[config.mk]
export PLATFORM = sky130hd
export DESIGN_NAME = minmax_queue_top
export DESIGN_NICKNAME = d
export VERILOG_FILES = /design/src/pq_pkg.sv /design/src/minmax_queue_top.sv /design/src/slot_store.sv /design/src/extreme_scan.sv /design/src/deq_req_fifo.sv /design/src/free_slot_ring.sv
export SDC_FILE = /design/constraint.sdc
export NUM_CORES = 1
export LEC_CHECK = 0
export BUFFER_PORTS_ARGS = -buffer_cell sky130_fd_sc_hd__buf_2
export CAP_MARGIN = 20
export CELL_PAD_IN_SITES_DETAIL_PLACEMENT = 0
export CELL_PAD_IN_SITES_GLOBAL_PLACEMENT = 2
export CORE_MARGIN = 5
export CORE_UTILIZATION = 45
export CTS_BUF_LIST = sky130_fd_sc_hd__clkbuf_4 sky130_fd_sc_hd__clkbuf_8
export CTS_CLUSTER_DIAMETER = 40
export DETAILED_ROUTE_END_ITERATION = 7
export GPL_ROUTABILITY_DRIVEN = 0
export PLACE_DENSITY_LB_ADDON = 0.08
export SETUP_SLACK_MARGIN = 0.02
export SLEW_MARGIN = 10
export SYNTH_ARGS = -nofsm -noshare
export SYNTH_HDL_FRONTEND = slang
export SYNTH_HIERARCHICAL = 1
export SYNTH_SLANG_ARGS = --single-unit
[constraint.sdc]
create_clock -name clk_in -period 5.4 [get_ports clk_in]
set_input_delay 0.54 -clock clk_in [delete_from_list [all_inputs] [get_ports clk_in]]
set_output_delay 0.54 -clock clk_in [all_outputs]
set_load 0.005 [all_outputs]
[src/pq_pkg.sv]
package pq_pkg;

  // queue geometry
  localparam int DEPTH     = 8;
  localparam int REQ_DEPTH = 8;

  // payload widths
  localparam int TAG_W  = 16;
  localparam int DATA_W = 32;

  localparam int SLOT_W    = $clog2(DEPTH);
  localparam int REQ_PTR_W = $clog2(REQ_DEPTH);
  localparam int REQ_CNT_W = $clog2(REQ_DEPTH) + 1;

  // distance and point
  typedef logic [TAG_W-1:0]   tag_t;
  typedef logic [DATA_W-1:0]  data_t;
  typedef logic [SLOT_W-1:0]  slot_t;
  // 0 .. DEPTH entries
  typedef logic [SLOT_W:0]    count_t;

  localparam slot_t LAST_SLOT = slot_t'(DEPTH - 1);
  localparam logic [REQ_PTR_W-1:0] REQ_LAST = REQ_PTR_W'(REQ_DEPTH - 1);

  typedef enum logic {
    REQ_MIN,
    REQ_MAX
  } req_kind_t;

  typedef enum logic {
    SCAN_SWEEP,
    SCAN_HOLD
  } scan_state_t;

endpackage
[src/minmax_queue_top.sv]
`timescale 1ns/100ps

module minmax_queue_top (
  input  logic           clk_in,
  input  logic           rst_in,
  input  logic           enq_in,
  input  pq_pkg::tag_t   enq_tag_in,
  input  pq_pkg::data_t  enq_data_in,
  input  logic           deq_min_in,
  input  logic           deq_max_in,
  output pq_pkg::data_t  data_out,
  output pq_pkg::tag_t   tag_out,
  output logic           valid_out,
  output pq_pkg::count_t size_out,
  output logic           empty_out,
  output logic           full_out,
  output pq_pkg::tag_t   max_tag_out,
  output logic           idle_out
);

  // free slot ring
  pq_pkg::slot_t free_slot;
  logic          free_avail;
  logic          take;
  logic          give;
  pq_pkg::slot_t give_slot;

  // request FIFO
  pq_pkg::req_kind_t head_kind;
  logic              head_valid;
  logic              pop;

  // scanner
  logic [pq_pkg::DEPTH*pq_pkg::TAG_W-1:0] tags_flat;
  logic [pq_pkg::DEPTH-1:0]               valid_flat;
  logic                                   changed;
  pq_pkg::slot_t                          min_slot;
  pq_pkg::slot_t                          max_slot;
  logic                                   scan_done;

  free_slot_ring free_slot_ring_inst (
    .clk_in     (clk_in),
    .rst_in     (rst_in),
    .take       (take),
    .give       (give),
    .give_slot  (give_slot),
    .free_slot  (free_slot),
    .free_avail (free_avail)
  );

  deq_req_fifo deq_req_fifo_inst (
    .clk_in     (clk_in),
    .rst_in     (rst_in),
    .deq_min_in (deq_min_in),
    .deq_max_in (deq_max_in),
    .pop        (pop),
    .head_kind  (head_kind),
    .head_valid (head_valid),
    .idle_out   (idle_out)
  );

  extreme_scan extreme_scan_inst (
    .clk_in     (clk_in),
    .rst_in     (rst_in),
    .changed    (changed),
    .tags_flat  (tags_flat),
    .valid_flat (valid_flat),
    .min_slot   (min_slot),
    .max_slot   (max_slot),
    .max_tag    (max_tag_out),
    .scan_done  (scan_done)
  );

  slot_store slot_store_inst (
    .clk_in      (clk_in),
    .rst_in      (rst_in),
    .enq_in      (enq_in),
    .enq_tag_in  (enq_tag_in),
    .enq_data_in (enq_data_in),
    .free_slot   (free_slot),
    .free_avail  (free_avail),
    .head_kind   (head_kind),
    .head_valid  (head_valid),
    .min_slot    (min_slot),
    .max_slot    (max_slot),
    .scan_done   (scan_done),
    .tags_flat   (tags_flat),
    .valid_flat  (valid_flat),
    .changed     (changed),
    .take        (take),
    .give        (give),
    .give_slot   (give_slot),
    .pop         (pop),
    .data_out    (data_out),
    .tag_out     (tag_out),
    .valid_out   (valid_out),
    .size_out    (size_out),
    .empty_out   (empty_out),
    .full_out    (full_out)
  );

endmodule

[src/slot_store.sv]
`timescale 1ns/100ps

module slot_store (
  input  logic                                    clk_in,
  input  logic                                    rst_in,
  input  logic                                    enq_in,
  input  pq_pkg::tag_t                            enq_tag_in,
  input  pq_pkg::data_t                           enq_data_in,
  input  pq_pkg::slot_t                           free_slot,
  input  logic                                    free_avail,
  input  pq_pkg::req_kind_t                       head_kind,
  input  logic                                    head_valid,
  input  pq_pkg::slot_t                           min_slot,
  input  pq_pkg::slot_t                           max_slot,
  input  logic                                    scan_done,
  output logic [pq_pkg::DEPTH*pq_pkg::TAG_W-1:0]  tags_flat,
  output logic [pq_pkg::DEPTH-1:0]                valid_flat,
  output logic                                    changed,
  output logic                                    take,
  output logic                                    give,
  output pq_pkg::slot_t                           give_slot,
  output logic                                    pop,
  output pq_pkg::data_t                           data_out,
  output pq_pkg::tag_t                            tag_out,
  output logic                                    valid_out,
  output pq_pkg::count_t                          size_out,
  output logic                                    empty_out,
  output logic                                    full_out
);

  pq_pkg::tag_t              tag_mem  [pq_pkg::DEPTH];
  pq_pkg::data_t             data_mem [pq_pkg::DEPTH];
  logic [pq_pkg::DEPTH-1:0]  valid_q;
  pq_pkg::count_t            size_q;
  logic                      scan_fresh_q;

  logic                      enq_ok;
  logic                      scan_ok;
  logic                      consume;
  logic                      serve;
  pq_pkg::slot_t             sel_slot;

  // published extremes stay current from scan_done until the next change
  // a sweep that ends as the arrays move is already stale
  assign scan_ok = (scan_done && !changed) || scan_fresh_q;
  assign consume = head_valid && scan_ok;
  // head on an empty store is dropped
  assign serve   = consume && (size_q != '0);
  assign enq_ok  = enq_in && free_avail;

  assign sel_slot = (head_kind == pq_pkg::REQ_MIN) ? min_slot : max_slot;

  assign pop       = consume;
  assign take      = enq_ok;
  assign give      = serve;
  assign give_slot = sel_slot;

  assign size_out  = size_q;
  assign empty_out = (size_q == '0);
  assign full_out  = (size_q == pq_pkg::count_t'(pq_pkg::DEPTH)) || !free_avail;

  for (genvar g = 0; g < pq_pkg::DEPTH; g++) begin : g_flat
    assign tags_flat[g*pq_pkg::TAG_W +: pq_pkg::TAG_W] = tag_mem[g];
  end
  assign valid_flat = valid_q;

  // entry payload and dequeue output
  always_ff @(posedge clk_in) begin
    if (serve) begin
      data_out <= data_mem[sel_slot];
      tag_out  <= tag_mem[sel_slot];
    end
    if (enq_ok) begin
      tag_mem[free_slot]  <= enq_tag_in;
      data_mem[free_slot] <= enq_data_in;
    end
  end

  always_ff @(posedge clk_in) begin
    if (rst_in) begin
      valid_q      <= '0;
      size_q       <= '0;
      valid_out    <= 1'b0;
      changed      <= 1'b0;
      scan_fresh_q <= 1'b0;
    end else begin
      valid_out <= serve;
      changed   <= enq_ok || serve;
      // served slot is valid and the free slot is not, so they never collide
      if (serve) begin
        valid_q[sel_slot] <= 1'b0;
      end
      if (enq_ok) begin
        valid_q[free_slot] <= 1'b1;
      end
      case ({enq_ok, serve})
        2'b10:   size_q <= size_q + 1'b1;
        2'b01:   size_q <= size_q - 1'b1;
        default: size_q <= size_q;
      endcase
      if (enq_ok || serve) begin
        scan_fresh_q <= 1'b0;
      end else if (scan_done && !changed) begin
        scan_fresh_q <= 1'b1;
      end
    end
  end

  // scanner must point at a live entry whenever a serve happens
  a_serve_from_valid : assert property (
    @(posedge clk_in) disable iff (rst_in)
    valid_out |-> $past(valid_q[sel_slot])
  );

  a_size_bound : assert property (
    @(posedge clk_in) disable iff (rst_in)
    size_q <= pq_pkg::count_t'(pq_pkg::DEPTH)
  );

endmodule

[src/extreme_scan.sv]
`timescale 1ns/100ps

module extreme_scan (
  input  logic                                    clk_in,
  input  logic                                    rst_in,
  input  logic                                    changed,
  input  logic [pq_pkg::DEPTH*pq_pkg::TAG_W-1:0]  tags_flat,
  input  logic [pq_pkg::DEPTH-1:0]                valid_flat,
  output pq_pkg::slot_t                           min_slot,
  output pq_pkg::slot_t                           max_slot,
  output pq_pkg::tag_t                            max_tag,
  output logic                                    scan_done
);

  pq_pkg::scan_state_t state_q;
  pq_pkg::slot_t       idx_q;

  // running candidates for the current sweep
  pq_pkg::tag_t        cand_min_tag_q;
  pq_pkg::slot_t       cand_min_slot_q;
  pq_pkg::tag_t        cand_max_tag_q;
  pq_pkg::slot_t       cand_max_slot_q;

  pq_pkg::tag_t        cur_tag;
  logic                cur_valid;
  pq_pkg::tag_t        nxt_min_tag;
  pq_pkg::slot_t       nxt_min_slot;
  pq_pkg::tag_t        nxt_max_tag;
  pq_pkg::slot_t       nxt_max_slot;
  logic                last_visit;

  assign cur_tag   = tags_flat[idx_q*pq_pkg::TAG_W +: pq_pkg::TAG_W];
  assign cur_valid = valid_flat[idx_q];

  // fold the visited slot into the candidates
  always_comb begin
    nxt_min_tag  = cand_min_tag_q;
    nxt_min_slot = cand_min_slot_q;
    nxt_max_tag  = cand_max_tag_q;
    nxt_max_slot = cand_max_slot_q;
    if (cur_valid && (cur_tag <= cand_min_tag_q)) begin
      nxt_min_tag  = cur_tag;
      nxt_min_slot = idx_q;
    end
    if (cur_valid && (cur_tag >= cand_max_tag_q)) begin
      nxt_max_tag  = cur_tag;
      nxt_max_slot = idx_q;
    end
  end

  assign last_visit = (state_q == pq_pkg::SCAN_SWEEP) && (idx_q == pq_pkg::LAST_SLOT);

  always_ff @(posedge clk_in) begin
    if (rst_in) begin
      state_q         <= pq_pkg::SCAN_SWEEP;
      idx_q           <= '0;
      cand_min_tag_q  <= '1;
      cand_min_slot_q <= '0;
      cand_max_tag_q  <= '0;
      cand_max_slot_q <= '0;
      min_slot        <= '0;
      max_slot        <= '0;
      max_tag         <= '0;
      scan_done       <= 1'b0;
    end else begin
      scan_done <= 1'b0;
      if (changed) begin
        // arrays moved, start over from slot 0
        state_q         <= pq_pkg::SCAN_SWEEP;
        idx_q           <= '0;
        cand_min_tag_q  <= '1;
        cand_min_slot_q <= '0;
        cand_max_tag_q  <= '0;
        cand_max_slot_q <= '0;
      end else if (state_q == pq_pkg::SCAN_SWEEP) begin
        cand_min_tag_q  <= nxt_min_tag;
        cand_min_slot_q <= nxt_min_slot;
        cand_max_tag_q  <= nxt_max_tag;
        cand_max_slot_q <= nxt_max_slot;
        if (last_visit) begin
          // clean sweep, publish
          min_slot  <= nxt_min_slot;
          max_slot  <= nxt_max_slot;
          max_tag   <= nxt_max_tag;
          scan_done <= 1'b1;
          state_q   <= pq_pkg::SCAN_HOLD;
        end else begin
          idx_q <= idx_q + 1'b1;
        end
      end
    end
  end

  // done only ever follows an uninterrupted visit of the last slot
  a_done_after_last : assert property (
    @(posedge clk_in) disable iff (rst_in)
    scan_done |-> $past(state_q == pq_pkg::SCAN_SWEEP && idx_q == pq_pkg::LAST_SLOT
                        && !changed)
  );

endmodule

[src/deq_req_fifo.sv]
`timescale 1ns/100ps

module deq_req_fifo (
  input  logic              clk_in,
  input  logic              rst_in,
  input  logic              deq_min_in,
  input  logic              deq_max_in,
  input  logic              pop,
  output pq_pkg::req_kind_t head_kind,
  output logic              head_valid,
  output logic              idle_out
);

  pq_pkg::req_kind_t              kind_mem [pq_pkg::REQ_DEPTH];
  logic [pq_pkg::REQ_PTR_W-1:0]   rd_ptr_q;
  logic [pq_pkg::REQ_PTR_W-1:0]   wr_ptr_q;
  logic [pq_pkg::REQ_CNT_W-1:0]   count_q;
  logic                           push;
  pq_pkg::req_kind_t              push_kind;
  logic                           full;
  logic                           push_ok;
  logic                           pop_ok;

  // min strobe wins when both arrive together
  assign push      = deq_min_in || deq_max_in;
  assign push_kind = deq_min_in ? pq_pkg::REQ_MIN : pq_pkg::REQ_MAX;

  assign full       = (count_q == pq_pkg::REQ_CNT_W'(pq_pkg::REQ_DEPTH));
  assign head_valid = (count_q != '0);
  assign idle_out   = (count_q == '0);
  assign head_kind  = kind_mem[rd_ptr_q];

  // extra requests are lost
  assign push_ok = push && !full;
  assign pop_ok  = pop && head_valid;

  always_ff @(posedge clk_in) begin
    if (push_ok) begin
      kind_mem[wr_ptr_q] <= push_kind;
    end
  end

  always_ff @(posedge clk_in) begin
    if (rst_in) begin
      rd_ptr_q <= '0;
      wr_ptr_q <= '0;
      count_q  <= '0;
    end else begin
      if (push_ok) begin
        wr_ptr_q <= (wr_ptr_q == pq_pkg::REQ_LAST) ? '0 : wr_ptr_q + 1'b1;
      end
      if (pop_ok) begin
        rd_ptr_q <= (rd_ptr_q == pq_pkg::REQ_LAST) ? '0 : rd_ptr_q + 1'b1;
      end
      case ({push_ok, pop_ok})
        2'b10:   count_q <= count_q + 1'b1;
        2'b01:   count_q <= count_q - 1'b1;
        default: count_q <= count_q;
      endcase
    end
  end

  // store consumes only a real head
  a_pop_needs_head : assert property (
    @(posedge clk_in) disable iff (rst_in)
    pop |-> head_valid
  );

endmodule

[src/free_slot_ring.sv]
`timescale 1ns/100ps

module free_slot_ring (
  input  logic          clk_in,
  input  logic          rst_in,
  input  logic          take,
  input  logic          give,
  input  pq_pkg::slot_t give_slot,
  output pq_pkg::slot_t free_slot,
  output logic          free_avail
);

  pq_pkg::slot_t              ring_q [pq_pkg::DEPTH];
  logic [pq_pkg::DEPTH-1:0]   ent_valid_q;
  pq_pkg::slot_t              rd_ptr_q;
  pq_pkg::slot_t              wr_ptr_q;
  logic                       take_ok;

  // oldest freed slot sits at the read pointer
  assign free_slot  = ring_q[rd_ptr_q];
  assign free_avail = ent_valid_q[rd_ptr_q];

  assign take_ok = take && free_avail;

  always_ff @(posedge clk_in) begin
    if (rst_in) begin
      // every slot starts out free, in index order
      for (int i = 0; i < pq_pkg::DEPTH; i++) begin
        ring_q[i]      <= pq_pkg::slot_t'(i);
        ent_valid_q[i] <= 1'b1;
      end
      rd_ptr_q <= '0;
      wr_ptr_q <= '0;
    end else begin
      if (take_ok) begin
        ent_valid_q[rd_ptr_q] <= 1'b0;
        if (rd_ptr_q == pq_pkg::LAST_SLOT) begin
          rd_ptr_q <= '0;
        end else begin
          rd_ptr_q <= rd_ptr_q + 1'b1;
        end
      end
      // a returned slot lands after the take, so it wins on a shared entry
      if (give) begin
        ring_q[wr_ptr_q]      <= give_slot;
        ent_valid_q[wr_ptr_q] <= 1'b1;
        if (wr_ptr_q == pq_pkg::LAST_SLOT) begin
          wr_ptr_q <= '0;
        end else begin
          wr_ptr_q <= wr_ptr_q + 1'b1;
        end
      end
    end
  end

  // the store only returns slots it took earlier
  a_no_give_when_full : assert property (
    @(posedge clk_in) disable iff (rst_in)
    give |-> (take || !(&ent_valid_q))
  );

endmodule

### Word level (Yosys, flattened, before mapping)

Memory sizes are Yosys's and may differ from the RTL's. A register that Yosys moved wholly into a read port is not among the register bits.
Index checks and enable logic that the tools add are counted.

| word-level totals | value |
|---|---|
| word-level logic and storage cells | 147 |
| memories kept | 4 |
| output and inout port bits | 72 |
| RAM bits | 416 |
| input port bits | 53 |
| flip-flop bits (word level) | 104 |

Memories:

| name | depth | bits a word | read ports | clocked after memory_dff | write ports | line | text |
|---|---|---|---|---|---|---|---|
| slot_store_inst.data_mem | 8 | 32 | 1 | 1 | 1 | slot_store.sv:32 | `pq_pkg::data_t data_mem [pq_pkg::DEPTH];` |
| slot_store_inst.tag_mem | 8 | 16 | 9 | 1 | 1 | slot_store.sv:31 | `pq_pkg::tag_t tag_mem [pq_pkg::DEPTH];` |
| free_slot_ring_inst.ring_q | 8 | 3 | 1 | 1 | 8 | free_slot_ring.sv:13 | `pq_pkg::slot_t ring_q [pq_pkg::DEPTH];` |
| deq_req_fifo_inst.kind_mem | 8 | 1 | 1 | 1 | 1 | deq_req_fifo.sv:14 | `pq_pkg::req_kind_t kind_mem [pq_pkg::REQ_DEPTH];` |

| cells by class | value |
|---|---|
| shifts and indexed selects | 1 |
| bitwise operators | 9 |
| add/subtract/negate cells | 9 |
| order comparisons | 11 |
| muxes and demuxes | 47 |
| reduce and logical (&&, ||, !) cells | 34 |
| equality and inequality tests | 11 |

Operators by type and width:

| cell | count |
|---|---|
| 128-bit by 8-bit indexed part select with 16-bit output | 1 |
| 8-bit two-way mux | 6 |
| 3-bit two-way mux | 13 |
| 3-bit by 4-bit < comparator with 1-bit output, second input constant | 5 |
| 1-bit two-way mux | 19 |
| 8-bit bitwise AND | 2 |
| 16-bit greater-or-equal comparator | 1 |
| 16-bit <= comparator | 1 |
| 16-bit two-way mux | 1 |
| 8-bit NOT | 2 |
| 8-bit OR | 2 |
| 4-bit one-hot mux with 2 select lines | 2 |
| 3-bit by 1-bit adder with 3-bit output, second input constant | 5 |
| 3-bit equality test, second input constant | 5 |
| 1-bit logical AND | 14 |
| 1-bit demux with 3-bit select | 4 |
| 3-bit by 1-bit greater-or-equal comparator with 1-bit output, second input constant | 4 |
| 4-bit by 1-bit adder with 4-bit output, second input constant | 2 |
| 4-bit equality test, second input constant | 2 |
| 4-bit logical NOT | 2 |
| 4-bit nonzero test | 2 |
| 4-bit by 1-bit subtractor with 4-bit output, second input constant | 2 |
| 1-bit binary-select mux with 3-bit select | 2 |
| 3-bit OR reduction | 2 |
| 9 further kinds | 21 |

### Logic depth before layout (Yosys ltp)

| logic depth | value |
|---|---|
| word-level depth | 11 |
| gate-level depth with buffers | 16 |
| depth with buffers taken out | 12 |

### Modules after synthesis

The synthesis kept the hierarchy.

By module, submodules not included:

| module | area each (sq um) | times used | seq. area each (sq um) | cells an instance |
|---|---|---|---|---|
| slot_store | 17008.8 | 1 | 13272.7 | 932 |
| extreme_scan | 4963.5 | 1 | 1301.2 | 562 |
| free_slot_ring | 1984.4 | 1 | 1061.0 | 157 |
| deq_req_fifo | 1018.5 | 1 | 500.5 | 91 |

### Least setup slack after synthesis

OpenSTA, ideal clock, no wires.

| timing path | value |
|---|---|
| path type | reg2reg |
| from | register extreme_scan_inst.idx_q[0] |
| to | register extreme_scan_inst.max_tag[6] |
| cell stages (with the launch flop) | 16 |
| data arrival time | 3522 ps |
| required time | 5268 ps |
| path buffers | 5 |
| setup time | 132 ps |
| slack | 1745 ps |
| period minus slack after synthesis | 3655 ps |
| path through | dfxtp_1 buf_2 buf_1 mux4_2 mux2i_1 inv_1 ha_1 a21oi_1 nand2_1 a221o_1 clkbuf_1 o21a_1 buf_2 buf_2 o211ai_1 a21oi_1 |

| between the ends | value |
|---|---|
| word-level cells in the longest chain between the ends | 4 |
| elaborated cells on any way between the ends | 9 |
| those cells by class | order compare (1); eq/ne (1); shift (1); mux (3); reduce/logical (3) |

RTL lines:

| what | line | text |
|---|---|---|
| start: declaration | extreme_scan.sv:16 | `pq_pkg::slot_t idx_q;` |
| start signal: assignment | extreme_scan.sv:88 | `idx_q <= idx_q + 1'b1;` |
| 128-bit by 8-bit indexed part select with 16-bit output | extreme_scan.sv:32 | `assign cur_tag = tags_flat[idx_q*pq_pkg::TAG_W +: pq_pkg::TAG_W];` |
| net extreme_scan_inst.cur_tag[14] | extreme_scan.sv:24 | `pq_pkg::tag_t cur_tag;` |
| 16-bit greater-or-equal comparator | extreme_scan.sv:45 | `if (cur_valid && (cur_tag >= cand_max_tag_q)) begin` |
| 1-bit logical AND | extreme_scan.sv:45 |  |
| 16-bit two-way mux | extreme_scan.sv:45 |  |
| end signal: assignment | extreme_scan.sv:84 | `max_tag <= nxt_max_tag;` |
| end: declaration | extreme_scan.sv:11 | `output pq_pkg::tag_t max_tag,` |

The timed path passes the listed nets, and every way through them passes these cells. The select of a mux whose other input is x is not followed.
A chain may end at the register's enable or synchronous reset.

### Final worst setup path

| timing path | value |
|---|---|
| from | register extreme_scan_inst.idx_q[1] |
| to | register extreme_scan_inst.cand_min_tag_q[0] |

| between the ends | value |
|---|---|
| word-level cells in the longest chain between the ends | 4 |
| elaborated cells on any way between the ends | 6 |
| those cells by class | order compare (1); shift (1); mux (2); reduce/logical (2) |

RTL lines:

| what | line | text |
|---|---|---|
| 128-bit by 8-bit indexed part select with 16-bit output | extreme_scan.sv:32 |  |
| net extreme_scan_inst.cur_tag[7] | extreme_scan.sv:24 |  |
| 16-bit <= comparator | extreme_scan.sv:41 | `if (cur_valid && (cur_tag <= cand_min_tag_q)) begin` |
| 1-bit logical AND | extreme_scan.sv:41 |  |
| 2-bit AND reduction (no source line) | n/a |  |
| end signal: assignment | extreme_scan.sv:76 | `cand_min_tag_q <= nxt_min_tag;` |
| end: declaration | extreme_scan.sv:19 | `pq_pkg::tag_t cand_min_tag_q;` |

The timed path passes the listed nets, and every way through them passes these cells. The select of a mux whose other input is x is not followed.

==> impl_metrics.json <==
{
  "initialDrtViolationCount": 1163,
  "critical_path.max_stage_delay_ns": 0.96,
  "dp_hpwl_um": 37630,
  "fp.coreArea_um2": 55090,
  "cts_setup_buffers": 0,
  "cp.arrival_ns": 4.73,
  "cts_buffer_depth": 3,
  "placedCellCount": 2559,
  "routed_wl_um": 62780,
  "clkLatencyLatePin_ns": 0.69,
  "synth_area_um2": 24980,
  "fin_cells": 2745,
  "power.leakage_nw": 9.773,
  "synthFlopType": "edfxtp_1",
  "synth_cells": 1742,
  "hp-class": "in -> reg",
  "yosysWarnings": 6,
  "worst-setup-path-type": "reg -> reg",
  "cts_inserted_buffers": 101,
  "nets": 2016,
  "ioPinCount": 125,
  "io_buffers": 124,
  "synth_area_leaders": "edfxtp_1 (56%), dfxtp_1 (8.8%), mux2i_1 (5.1%)",
  "cts_resized": 0,
  "hold_viol": 0,
  "routed_via_density": 5.666,
  "syn_avg_cell_area_um2": 14.34,
  "cp_top_family": "flip-flops",
  "wl_met3_um": 3978,
  "ctsHoldBuffers": 0,
  "clock-sinks": 574,
  "synth_top_area_share": 0.5579,
  "ys_seq_area_frac": 0.6461,
  "worstPathMaxFanout": 35,
  "synth-edff-count": 464,
  "initial_utilization": 0.4533,
  "track_usage": 0.2073,
  "fmax_mhz": 240.1,
  "skew_ns": 0.02967,
  "grt_remaining_overflow": 0,
  "antenna_found_initial": 8,
  "htree_num_levels": 3,
  "async_reset_ff_frac": 0,
  "remaining_drc_errors": 0,
  "grt_pass1_wl_um": 95910,
  "tns_ns": 0,
  "wl_met1_um": 27550,
  "layout-drive-gt1-share": 0.2593,
  "timing_worst_slew_pin_value_ns": 1.079,
  "area_growth_pct": 14.31,
  "rsz0062_at_grt": "no",
  "grt_max_degree": 77,
  "required_ns": 5.96,
  "cp-start-kind": "flip-flop",
  "clk_pin_slew_ns": 0.06,
  "yosysTopAreaCell": "edfxtp_1",
  "final_max_slew_viol_count": 0,
  "clockRootBuffer": "clkbuf_8",
  "drtAntennaViolNets": 0,
  "hold_slack_ns": 0.1175,
  "period_minus_slack_ns": 4.165,
  "setup_viol": 0,
  "grt_pass1_vias": 15700,
  "outcome": "finished clean",
  "wl_met2_um": 30030,
  "wire_per_inst_um": 22.87,
  "die_x_um": 245.6,
  "power_density_nw_per_um2": 398.7,
  "routed-via-count": 15550,
  "peakVddDrop_uv": 270.5,
  "cts_tree": "built",
  "cap_viol_max_count": 0,
  "fin_crit_sh": 0.7713,
  "netlist-cell-type-count": 80,
  "cp_slowest_cell": "dfxtp_2",
  "firstDrtPassIters": 5,
  "cp-end-kind": "flip-flop",
  "synthesis.nets": 1844,
  "timing.critical_path.buf_inv": 2,
  "ys_seq_elements": 574,
  "rows": 86,
  "slew_headroom": 0.2796,
  "routed.top_layer": "met5",
  "die_h_um": 245.6,
  "fp.dieArea_um2": 60310,
  "crit_path_cell_trace": "mux4_2 > mux2i_1 > buf_4 > inv_1 > ha_1 > nand4_1 > a2111o_1 > o2111a_1 > or4_1 > and3_1"
}
[power by group]
part	total, mW	internal, mW	switching [mW]
registers	5.42	5.22	0.196
logic	1.91	0.715	1.19
clock network	4.05	2.28	1.78
total	11.4	8.22	3.17
[cells in the mapped netlist, types with 34 or more instances]
cell	n
a21oi_1	51
a221oi_1	47
buf_2	37
clkbuf_1	52
dfxtp_1	110
edfxtp_1	464
ha_1	49
inv_1	65
mux2_2	58
mux2i_1	128
mux4_2	44
nand2_1	94
nand3_1	58
nor2_1	80
nor3_1	34
o211ai_1	35
[placed cells by master (no fill, tap or decap), types with 51 or more instances in the layout]
| cell type | count |
|---|---|
| a21oi_1 | 51 |
| nand3_1 | 58 |
| nor2_1 | 78 |
| mux2i_1 | 128 |
| inv_1 | 56 |
| clkbuf_8 | 104 |
| buf_2 | 124 |
| mux2_2 | 58 |
| dfxtp_1 | 108 |
| nand2_1 | 94 |
| edfxtp_1 | 464 |
| buf_4 | 55 |
[area by class of cell]
cell class	instances	area [um2]
fill	4760	26540
sequential	574	16140
multi-input combinational	987	8051
clock buffer	138	1687
timing repair buffer	182	1094
tap	748	935.9
clock inverter	45	375.4
inverter	68	260.3
antenna	3	7.507
[worst paths after layout]
kind | startpoint | to | slack, ns | cells past startpoint
worst max-delay path | extreme_scan_inst/idx_q[1] | extreme_scan_inst/cand_min_tag_q[0] | 1.23 | 10
worst min-delay path | enq_data_in[16] | slot_store_inst/data_mem[6][16] | 0.12 | 1
worst max register to register | extreme_scan_inst/idx_q[1] | extreme_scan_inst/cand_min_tag_q[0] | 1.23 | 10
worst min register to register | extreme_scan_inst/max_tag[14] | extreme_scan_inst/max_tag[14] | 0.45 | 2
[logic make-up (layout without fill, tap and decap cells)]
kind of cell	after synthesis	after routing	synth area share
flops	574	574	0.6461
simple gates	381	381	0.07680
compound gates	308	308	0.09378
mux	242	242	0.1237
buf+inv	181	433	0.03266
fa+ha+maj	49	49	0.02455
xor+xnor	7	7	0.002455
other cells	0	3	0
[through the flow]
stage / utilization / setup WS, ns / instance area, um2 / total power, mW
after floorplan: - / 1.745 / 24980 / 6.733
after global placement: 0.4803 / 1.305 / 26460 / 7.397
after detailed placement: 0.4806 / 1.233 / 26480 / 7.433
after CTS: 0.5181 / 1.215 / 28540 / 11.53
after global routing: 0.5181 / 0.9237 / 28540 / 11.96
final: 0.5182 / 1.235 / 28550 / 11.38
[state kept, by name, summed over array words and instances (netlist names), 8 cells and up, named ones only]
register                          cells
slot_store_inst/valid_flat            8
slot_store_inst/tag_mem             128
extreme_scan_inst/cand_min_tag_q     16
deq_req_fifo_inst/kind_mem            8
free_slot_ring_inst/ent_valid_q       8
extreme_scan_inst/max_tag            16
slot_store_inst/data_mem            256
slot_store_inst/data_out             32
free_slot_ring_inst/ring_q           24
slot_store_inst/tag_out              16
extreme_scan_inst/cand_max_tag_q     16
[worst register-to-register path, cell delays in order (launching register included)]
cell,delay [ns]
dfxtp_2,0.96
mux4_2,0.42
mux2i_1,0.29
buf_4,0.23
inv_1,0.07
ha_1,0.31
nand4_1,0.18
a2111o_1,0.45
o2111a_1,0.41
or4_1,0.56
and3_1,0.19
[layer usage]
metal,up-vias,global-route usage
met5,-,0
met4,10,0.04874
met3,96,0.04707
met2,450,0.3396
met1,7805,0.2849
li1,7191,-
Power figures use the tool's default switching activity.
